`src/logic/muldiv_data_pkg.sv`:
```
// muldiv data types
// operand words, the 96-bit result word and its two views, sign helpers
`default_nettype none

package muldiv_data_pkg;

  localparam int WORD_W   = 32;
  localparam int RESULT_W = 3 * WORD_W;

  typedef logic [WORD_W-1:0]   word_t;
  typedef logic [2*WORD_W-1:0] dword_t;

  // quotient low, remainder in the middle, zero pads around them
  typedef struct packed {
    logic [15:0] pad_hi;
    word_t       remainder;
    logic [15:0] pad_mid;
    word_t       quotient;
  } div_view_t;

  typedef union packed {
    logic [RESULT_W-1:0] product;  // mul view
    div_view_t           div;      // div/rem view
  } result_u;

  // which unit runs the second pass
  typedef logic stage_route_t;
  localparam stage_route_t ROUTE_MUL = 1'b0;
  localparam stage_route_t ROUTE_DIV = 1'b1;

  function automatic word_t word_neg_if(input word_t v, input logic neg);
    return neg ? (~v + word_t'(1)) : v;
  endfunction

  function automatic dword_t dword_neg_if(input dword_t v, input logic neg);
    return neg ? (~v + dword_t'(1)) : v;
  endfunction

endpackage

`default_nettype wire

```
`src/logic/muldiv_cmd_pkg.sv`:
```
// muldiv command types
// function codes and the request bundle
`default_nettype none

package muldiv_cmd_pkg;

  import muldiv_data_pkg::*;

  typedef logic [2:0] muldiv_fn_t;

  localparam muldiv_fn_t FN_MUL  = 3'd0;
  localparam muldiv_fn_t FN_DIV  = 3'd1;
  localparam muldiv_fn_t FN_DIVU = 3'd2;
  localparam muldiv_fn_t FN_REM  = 3'd3;
  localparam muldiv_fn_t FN_REMU = 3'd4;  // highest legal code

  // 99 bits: fn, then the three operands
  typedef struct packed {
    muldiv_fn_t fn;
    word_t      a;
    word_t      b;
    word_t      c;
  } muldiv_req_t;

  // signed flavours of the divide pair
  function automatic logic fn_is_signed(input muldiv_fn_t fn);
    return (fn == FN_DIV) || (fn == FN_REM);
  endfunction

endpackage

`default_nettype wire

```
`src/logic/iterative_divider.sv`:
```
// iterative divider
// restoring 32-bit divide, signed or unsigned, quotient and remainder out
`timescale 1ns/100ps
`default_nettype none

module iterative_divider
  import muldiv_data_pkg::*;
#(
  parameter int ITER_BITS = 32
) (
  input  logic    clk,
  input  logic    reset,
  input  logic    start,
  input  logic    is_signed,
  input  word_t   dividend,
  input  word_t   divisor,
  output result_u result,
  output logic    done
);

  localparam int CNT_W = $clog2(ITER_BITS + 1);

  localparam logic [1:0] S_IDLE = 2'd0;
  localparam logic [1:0] S_CALC = 2'd1;
  localparam logic [1:0] S_FIX  = 2'd2;
  localparam logic [1:0] S_DONE = 2'd3;

  logic [1:0]       state;
  logic [CNT_W-1:0] cnt;
  logic             dvd_neg;
  logic             dvs_neg;
  logic             quo_neg;   // signs differ
  logic             rem_neg;   // follows the dividend
  word_t            dvs_mag;
  logic [64:0]      rq;        // remainder above, quotient below
  logic [64:0]      rq_shift;
  logic [32:0]      trial;

  assign dvd_neg = is_signed && dividend[31];
  assign dvs_neg = is_signed && divisor[31];

  always_ff @(posedge clk) begin
    if (reset) begin
      state <= S_IDLE;
      cnt   <= '0;
    end else begin
      case (state)
        S_IDLE: begin
          if (start) begin
            state <= S_CALC;
            cnt   <= CNT_W'(ITER_BITS);
          end
        end
        S_CALC: begin
          cnt <= cnt - CNT_W'(1);
          if (cnt == CNT_W'(1)) state <= S_FIX;
        end
        S_FIX:   state <= S_DONE;
        default: state <= S_IDLE;
      endcase
    end
  end

  // ------------------------------
  // one trial subtraction per step
  // ------------------------------
  assign rq_shift = {rq[63:0], 1'b0};
  assign trial    = rq_shift[64:32] - {1'b0, dvs_mag};

  always_ff @(posedge clk) begin
    if (start) begin
      rq      <= {33'b0, word_neg_if(dividend, dvd_neg)};
      dvs_mag <= word_neg_if(divisor, dvs_neg);
      quo_neg <= dvd_neg ^ dvs_neg;
      rem_neg <= dvd_neg;
    end else if (state == S_CALC) begin
      // negative trial means restore, quotient bit 0
      rq <= trial[32] ? rq_shift : {trial, rq_shift[31:1], 1'b1};
    end else if (state == S_FIX) begin
      result.div.pad_hi    <= '0;
      result.div.remainder <= word_neg_if(rq[63:32], rem_neg);
      result.div.pad_mid   <= '0;
      result.div.quotient  <= word_neg_if(rq[31:0], quo_neg);
    end
  end

  assign done = (state == S_DONE);

  // divisor is the low word of b*c, built one pass earlier
  a_divisor_nonzero: assert property (@(posedge clk) disable iff (reset)
    start |-> (divisor != '0));

endmodule

`default_nettype wire

```
`src/logic/operand_stage.sv`:
```
// operand stage
// takes a request, keeps a and the code, runs the signed b*c shift-add pass
`timescale 1ns/100ps
`default_nettype none

module operand_stage
  import muldiv_cmd_pkg::*;
  import muldiv_data_pkg::*;
#(
  parameter int ITER_BITS = 32
) (
  input  logic         clk,
  input  logic         reset,
  input  logic         start,
  input  muldiv_req_t  req,
  output dword_t       bc_product,
  output word_t        held_a,
  output stage_route_t route,
  output logic         div_signed,
  output logic         mul_start,
  output logic         div_start
);

  localparam int CNT_W = $clog2(ITER_BITS + 1);

  localparam logic [1:0] S_IDLE = 2'd0;
  localparam logic [1:0] S_CALC = 2'd1;
  localparam logic [1:0] S_FIX  = 2'd2;
  localparam logic [1:0] S_DONE = 2'd3;

  logic [1:0]           state;
  logic [CNT_W-1:0]     cnt;
  muldiv_fn_t           fn_q;
  logic                 neg_q;     // sign of b*c
  dword_t               mcand;
  logic [ITER_BITS-1:0] mplier;
  dword_t               acc;
  logic                 bc_done;

  // ------------------------------
  // control
  // ------------------------------
  always_ff @(posedge clk) begin
    if (reset) begin
      state <= S_IDLE;
      cnt   <= '0;
    end else begin
      case (state)
        S_IDLE: begin
          if (start) begin
            state <= S_CALC;
            cnt   <= CNT_W'(ITER_BITS);
          end
        end
        S_CALC: begin
          cnt <= cnt - CNT_W'(1);
          if (cnt == CNT_W'(1)) state <= S_FIX;  // last shift step
        end
        S_FIX:   state <= S_DONE;
        default: state <= S_IDLE;
      endcase
    end
  end

  // ------------------------------
  // datapath
  // ------------------------------
  always_ff @(posedge clk) begin
    if (start) begin
      fn_q   <= req.fn;
      held_a <= req.a;
      neg_q  <= req.b[31] ^ req.c[31];
      mcand  <= {32'b0, word_neg_if(req.b, req.b[31])};
      mplier <= ITER_BITS'(word_neg_if(req.c, req.c[31]));
      acc    <= '0;
    end else if (state == S_CALC) begin
      if (mplier[0]) acc <= acc + mcand;
      mcand  <= mcand << 1;
      mplier <= mplier >> 1;
    end else if (state == S_FIX) begin
      acc <= dword_neg_if(acc, neg_q);  // back to two's complement
    end
  end

  assign bc_done    = (state == S_DONE);
  assign bc_product = acc;
  assign route      = (fn_q == FN_MUL) ? ROUTE_MUL : ROUTE_DIV;
  assign div_signed = fn_is_signed(fn_q);

  // hand off to exactly one second-pass unit
  assign mul_start = bc_done && (route == ROUTE_MUL);
  assign div_start = bc_done && (route == ROUTE_DIV);

  // codes 5..7 have no meaning here
  a_fn_legal: assert property (@(posedge clk) disable iff (reset)
    start |-> (req.fn <= FN_REMU));

endmodule

`default_nettype wire

```
`src/logic/response_stage.sv`:
```
// response stage
// tracks the request in flight, holds the finished result until taken
`timescale 1ns/100ps
`default_nettype none

module response_stage
  import muldiv_data_pkg::*;
(
  input  logic    clk,
  input  logic    reset,
  input  logic    start,
  input  logic    mul_done,
  input  result_u mul_result,
  input  logic    div_done,
  input  result_u div_result,
  output logic    req_rdy,
  output result_u resp_result,
  output logic    resp_val,
  input  logic    resp_rdy
);

  logic busy;

  always_ff @(posedge clk) begin
    if (reset) begin
      busy     <= 1'b0;
      resp_val <= 1'b0;
    end else begin
      if (start) busy <= 1'b1;
      if (mul_done || div_done) resp_val <= 1'b1;
      if (resp_val && resp_rdy) begin  // handshake frees the unit
        resp_val <= 1'b0;
        busy     <= 1'b0;
      end
    end
  end

  always_ff @(posedge clk) begin
    if (mul_done) resp_result <= mul_result;
    else if (div_done) resp_result <= div_result;
  end

  assign req_rdy = ~busy;

  a_one_done: assert property (@(posedge clk) disable iff (reset)
    !(mul_done && div_done));

  // stalled response stays put
  a_hold: assert property (@(posedge clk) disable iff (reset)
    (resp_val && !resp_rdy) |=> (resp_val && $stable(resp_result)));

endmodule

`default_nettype wire

```
`src/logic/three_input_muldiv.sv`:
```
// three-input muldiv unit
// b*c pass, then a*(b*c) or a/(b*c), one request in flight
`timescale 1ns/100ps
`default_nettype none

module three_input_muldiv
  import muldiv_cmd_pkg::*;
  import muldiv_data_pkg::*;
#(
  parameter int ITER_BITS = 32
) (
  input  logic        clk,
  input  logic        reset,
  input  muldiv_req_t req,
  input  logic        req_val,
  output logic        req_rdy,
  output result_u     resp_result,
  output logic        resp_val,
  input  logic        resp_rdy
);

  logic         req_start;
  dword_t       bc_product;
  word_t        held_a;
  logic         div_signed;
  logic         mul_start;
  logic         div_start;
  result_u      mul_result;
  logic         mul_done;
  result_u      div_result;
  logic         div_done;

  assign req_start = req_val && req_rdy;

  operand_stage #(.ITER_BITS(ITER_BITS)) u_operand (
    .clk        (clk),
    .reset      (reset),
    .start      (req_start),
    .req        (req),
    .bc_product (bc_product),
    .held_a     (held_a),
    .route      (),
    .div_signed (div_signed),
    .mul_start  (mul_start),
    .div_start  (div_start)
  );

  wide_multiplier #(.ITER_BITS(ITER_BITS)) u_mul (
    .clk          (clk),
    .reset        (reset),
    .start        (mul_start),
    .multiplicand (bc_product),
    .multiplier   (held_a),
    .result       (mul_result),
    .done         (mul_done)
  );

  iterative_divider #(.ITER_BITS(ITER_BITS)) u_div (
    .clk       (clk),
    .reset     (reset),
    .start     (div_start),
    .is_signed (div_signed),
    .dividend  (held_a),
    .divisor   (bc_product[31:0]),  // low word of b*c
    .result    (div_result),
    .done      (div_done)
  );

  response_stage u_response (
    .clk         (clk),
    .reset       (reset),
    .start       (req_start),
    .mul_done    (mul_done),
    .mul_result  (mul_result),
    .div_done    (div_done),
    .div_result  (div_result),
    .req_rdy     (req_rdy),
    .resp_result (resp_result),
    .resp_val    (resp_val),
    .resp_rdy    (resp_rdy)
  );

endmodule

`default_nettype wire

```
`src/logic/wide_multiplier.sv`:
```
// wide multiplier
// iterative signed 64x32 shift-add multiply, exact 96-bit product
`timescale 1ns/100ps
`default_nettype none

module wide_multiplier
  import muldiv_data_pkg::*;
#(
  parameter int ITER_BITS = 32
) (
  input  logic    clk,
  input  logic    reset,
  input  logic    start,
  input  dword_t  multiplicand,
  input  word_t   multiplier,
  output result_u result,
  output logic    done
);

  localparam int CNT_W = $clog2(ITER_BITS + 1);

  localparam logic [1:0] S_IDLE = 2'd0;
  localparam logic [1:0] S_CALC = 2'd1;
  localparam logic [1:0] S_FIX  = 2'd2;
  localparam logic [1:0] S_DONE = 2'd3;

  logic [1:0]           state;
  logic [CNT_W-1:0]     cnt;
  logic                 sign_q;
  logic [RESULT_W-1:0]  mcand;   // shifts left each step
  logic [ITER_BITS-1:0] mplier;  // shifts right each step
  logic [RESULT_W-1:0]  acc;

  always_ff @(posedge clk) begin
    if (reset) begin
      state <= S_IDLE;
      cnt   <= '0;
    end else begin
      case (state)
        S_IDLE: begin
          if (start) begin
            state <= S_CALC;
            cnt   <= CNT_W'(ITER_BITS);
          end
        end
        S_CALC: begin
          cnt <= cnt - CNT_W'(1);
          if (cnt == CNT_W'(1)) state <= S_FIX;
        end
        S_FIX:   state <= S_DONE;
        default: state <= S_IDLE;
      endcase
    end
  end

  // ------------------------------
  // sign-magnitude shift-add
  // ------------------------------
  always_ff @(posedge clk) begin
    if (start) begin
      sign_q <= multiplicand[63] ^ multiplier[31];
      mcand  <= {32'b0, dword_neg_if(multiplicand, multiplicand[63])};
      mplier <= ITER_BITS'(word_neg_if(multiplier, multiplier[31]));
      acc    <= '0;
    end else if (state == S_CALC) begin
      if (mplier[0]) acc <= acc + mcand;
      mcand  <= mcand << 1;
      mplier <= mplier >> 1;
    end else if (state == S_FIX) begin
      result.product <= sign_q ? (~acc + RESULT_W'(1)) : acc;
    end
  end

  assign done = (state == S_DONE);

  // one request at a time upstream
  a_no_restart: assert property (@(posedge clk) disable iff (reset)
    start |-> (state == S_IDLE));

endmodule

`default_nettype wire

```
`config.mk`:
```
export PLATFORM = sky130hd
export DESIGN_NAME = three_input_muldiv
export DESIGN_NICKNAME = d
export VERILOG_FILES = /design/src/logic/muldiv_data_pkg.sv /design/src/logic/muldiv_cmd_pkg.sv /design/src/logic/iterative_divider.sv /design/src/logic/operand_stage.sv /design/src/logic/response_stage.sv /design/src/logic/three_input_muldiv.sv /design/src/logic/wide_multiplier.sv
export SDC_FILE = /design/constraint.sdc
export NUM_CORES = 2
export LEC_CHECK = 0
export BUFFER_PORTS_ARGS = -buffer_cell sky130_fd_sc_hd__buf_2
export CORE_ASPECT_RATIO = 0.9
export CORE_MARGIN = 1.5
export CORE_UTILIZATION = 57
export DETAILED_ROUTE_END_ITERATION = 7
export PLACE_DENSITY = 0.79
export RECOVER_POWER = 50
export SYNTH_ARGS = -nofsm -noshare
export SYNTH_HDL_FRONTEND = slang
export SYNTH_SLANG_ARGS = --single-unit
```
`constraint.sdc`:
```
create_clock -name clk -period 3.9 [get_ports clk]
set_input_delay 0.78 -clock clk [delete_from_list [all_inputs] [get_ports clk]]
set_output_delay 0.78 -clock clk [all_outputs]
set_load 0.02 [all_outputs]
```
==> metrics <==
outcome=finished, violations left; failing checks=max-capacitance violations, max-slew violations; Initial DRC Count=roughly 4.2k; initial core utilization=between 50% and 60%; Core Area=85,800 µm²; first-pass GRT wire length=207,000 µm; CP max FO=5; critical path's largest stage delay=470 ps; Worst EP required=4290 ps; CP Launch Type=register; RSZ-0062 raised after global routing=yes; post-synthesis net count=5,680; fin nets=5,883; IO Pins=201; CTS Buf Count=86; DP HPWL=99,600 µm; pin slew with the least headroom to its limit=approximately 2300 ps; final RePlAce weighted congestion=0.993; Final Hold Vio Count=0; static leakage power=21.8 nW; synth unique cells=90; DRT Wirelength=134,000 µm; initial antenna violation count=0; Post-CTS Hold Fix Bufs=0; Fill cells=just under 7k; nature of the critical path endpoint=register; flop-to-flop setup slack=20 ps; Die Span X=313 µm; mapped cell area=49,200 µm²; pin count of the biggest net entering global routing=approximately 180; fin crit period=roughly 3900 ps; DIE HEIGHT=about 280 µm; Post-synth EDFFs=519; CP cell instances=or3_1, or3_1, or3_1, nor3_2, nand2_1, or4_4, or3_1, or3_4, o31ai_2, xor2_1, o21ai_1; final worst-path cycle share=99.5%; 1st-pass router iterations=6; die area=slightly below 90,000 µm²; Routed Antenna Nets=0; clock sink total=roughly 800; Rows=102; worst hold path class=in -> reg; most frequent CP cell=or3_1; final instance count without filler cells=6,779; Worst Hold Depth=1; DRC Markers=0; Post-Syn Area per Cell=9.19 µm²; sequential area share after synthesis=43.1%; Hold Crit Start=req[92]; Cells after Synth=5,358; CTS root buf=clkbuf_16; Layout area overhead=12.6%; Post-synth ARST share=0%; Cells after DPL=6,605; minimum hold slack=285 ps; Pwr Density=roughly 690 nW/µm²; CP max stage cell=or4_4; WP buf/inv=0; Ys Warns=0; Final Max Tran Viols=356; worst ir drop on vdd=0.000399 V; final clock skew=36.5 ps; PnR Total Power=0.0384 W; sum of negative setup slack=0 ps; latest clock arrival within the worst-skew pair=just under 700 ps; Port Buffers=200; vias in the first global route=37.6k; Wirelength per Cell=19.8 µm; GR Util All Layers=29.3%; H-Tree Depth=3; Final Cell Area=55,400 µm²; final setup vio count=0; FF-to-FF Start=u_operand.held_a[1]; reg-to-reg critical path endpoint=u_mul.mplier[29]; sink of the worst hold path=u_operand.held_a[28]; Setup CP Type=reg -> reg; CTS tree=done; #FFs+latches synth=801; Slew HR=-53.6%; Worst path top cell family by delay=simple AND/OR/NAND/NOR gates; CP arrival=4270 ps; Post-DP Area=~52,000 µm²; layout cells sized above 1=13.0%; DR vias=~41k; clock-pin slew on the worst setup and hold paths=about 60 ps; fmax=258 MHz; Max Cap Viol=6; Top FF cell, synth=edfxtp_1; vias per std cell=about 6.1; WP depth=11; FF-to-FF path depth=11; grt total ovfl=0; Bufs on Longest Clock Path=3
[state kept, by name (all words and copies together), names as in the netlist, 64 cells and up]
name                    flops
u_mul.acc                  96
u_mul.mcand                96
u_mul.result               96
u_response.resp_result     96
u_div.result               64
u_div.rq                   64
u_operand.bc_product       64
u_operand.mcand            64
[logic make-up (layout without fill, tap and decap cells)]
group | after synthesis | count (layout) | synth area share [%]
buf+inv | 459 | 735 | 3.59
simple gates | 1734 | 1734 | 16.5
mux | 184 | 184 | 3.91
compound gates | 1415 | 1415 | 17.6
other cells | 0 | 1 | 0
fa+ha+maj | 219 | 219 | 5.61
xor+xnor | 546 | 546 | 9.72
flops | 801 | 801 | 43.1
[power by group]
part | internal (W) | total, W | leakage (nW) | switching, W
Sequential | 0.0110 | 0.0128 | 7.07 | 0.00183
Combinational | 0.00697 | 0.0172 | 13.4 | 0.0102
Clock | 0.00480 | 0.00837 | 1.40 | 0.00357
Total | 0.0228 | 0.0384 | 21.8 | 0.0156
[placed cells by master, fill, tap and decap left out, types with 72 or more instances in the layout]
cell type / synthesis / layout
nand3_1: 78 / 78
nand2_1: 703 / 698
ha_1: 216 / 202
edfxtp_1: 519 / 519
nand4_1: 72 / 72
dfxtp_1: 282 / 279
o31ai_1: 87 / 85
a21oi_1: 388 / 381
nor2_1: 386 / 383
clkbuf_16: 0 / 87
mux2i_1: 116 / 116
or3_1: 82 / 81
nor3_1: 114 / 113
xnor2_1: 274 / 273
o21ai_0: 466 / 458
a21o_1: 123 / 123
xor2_1: 272 / 272
buf_4: 2 / 225
buf_2: 11 / 198
inv_1: 130 / 129
[area by class of cell]
class	instances	area (µm²)	share of cell area (%)
clock inverter	46	543	0.980
tap	1144	1430	2.58
clock buffer	115	2340	4.23
timing repair buffer	441	2880	5.21
sequential	801	21200	38.3
multi-input combinational	4098	26500	47.8
inverter	133	500	0.903
antenna	1	2.50	0.00452
[how the worst max path moves through the flow]
stage	startpoint	end	slack, ps
2_1_floorplan	req[32]	u_operand.mcand[28]	40
3_3_place_gp	req[32]	u_operand.mcand[27]	-140
3_5_place_dp	req[32]	u_operand.mcand[27]	-180
4_1_cts	u_operand.held_a[1]	u_mul.mplier[29]	10
5_1_grt	u_operand.held_a[1]	u_mul.mplier[30]	-150
6_report	u_operand.held_a[1]	u_mul.mplier[29]	20
[metal layers]
metal / wire (µm) / track usage [%] / vias to the layer above
li1: - / - / 19816
met1: 59600 / 41.9 / 19331
met2: 60200 / 45.9 / 1644
met3: 9750 / 3.63 / 232
met4: 4670 / 10.4 / 0
met5: 0 / 0 / -
[cells in the mapped netlist, drive strengths merged, types with 90 or more instances]
master / count / area, µm²
xnor2: 274 / 2400
inv: 130 / 488
mux2i: 116 / 1160
xor2: 272 / 2380
nor2: 386 / 1450
o31ai: 90 / 691
o21ai: 473 / 2370
a21o: 123 / 923
clkbuf: 276 / 1040
ha: 216 / 2700
a21oi: 388 / 1940
nand2: 703 / 2640
nor3: 116 / 597
dfxtp: 282 / 5650
edfxtp: 519 / 15600
[stage by stage]
stage	setup WS, ps	util [%]
detailed placement	-184	61.0
floorplan	42.6	-
global route	-146	64.6
finish	18.9	64.6
CTS	10.5	64.4
global placement	-136	61.0
[repair_timing]
item	in CTS	in global routing
hold endpoints to repair	0	0
buffers inserted	1	11
resized for setup	1	58
pin swaps	0	5
endpoints found under the setup margin	2	86
Power figures use the tool's default switching activity.
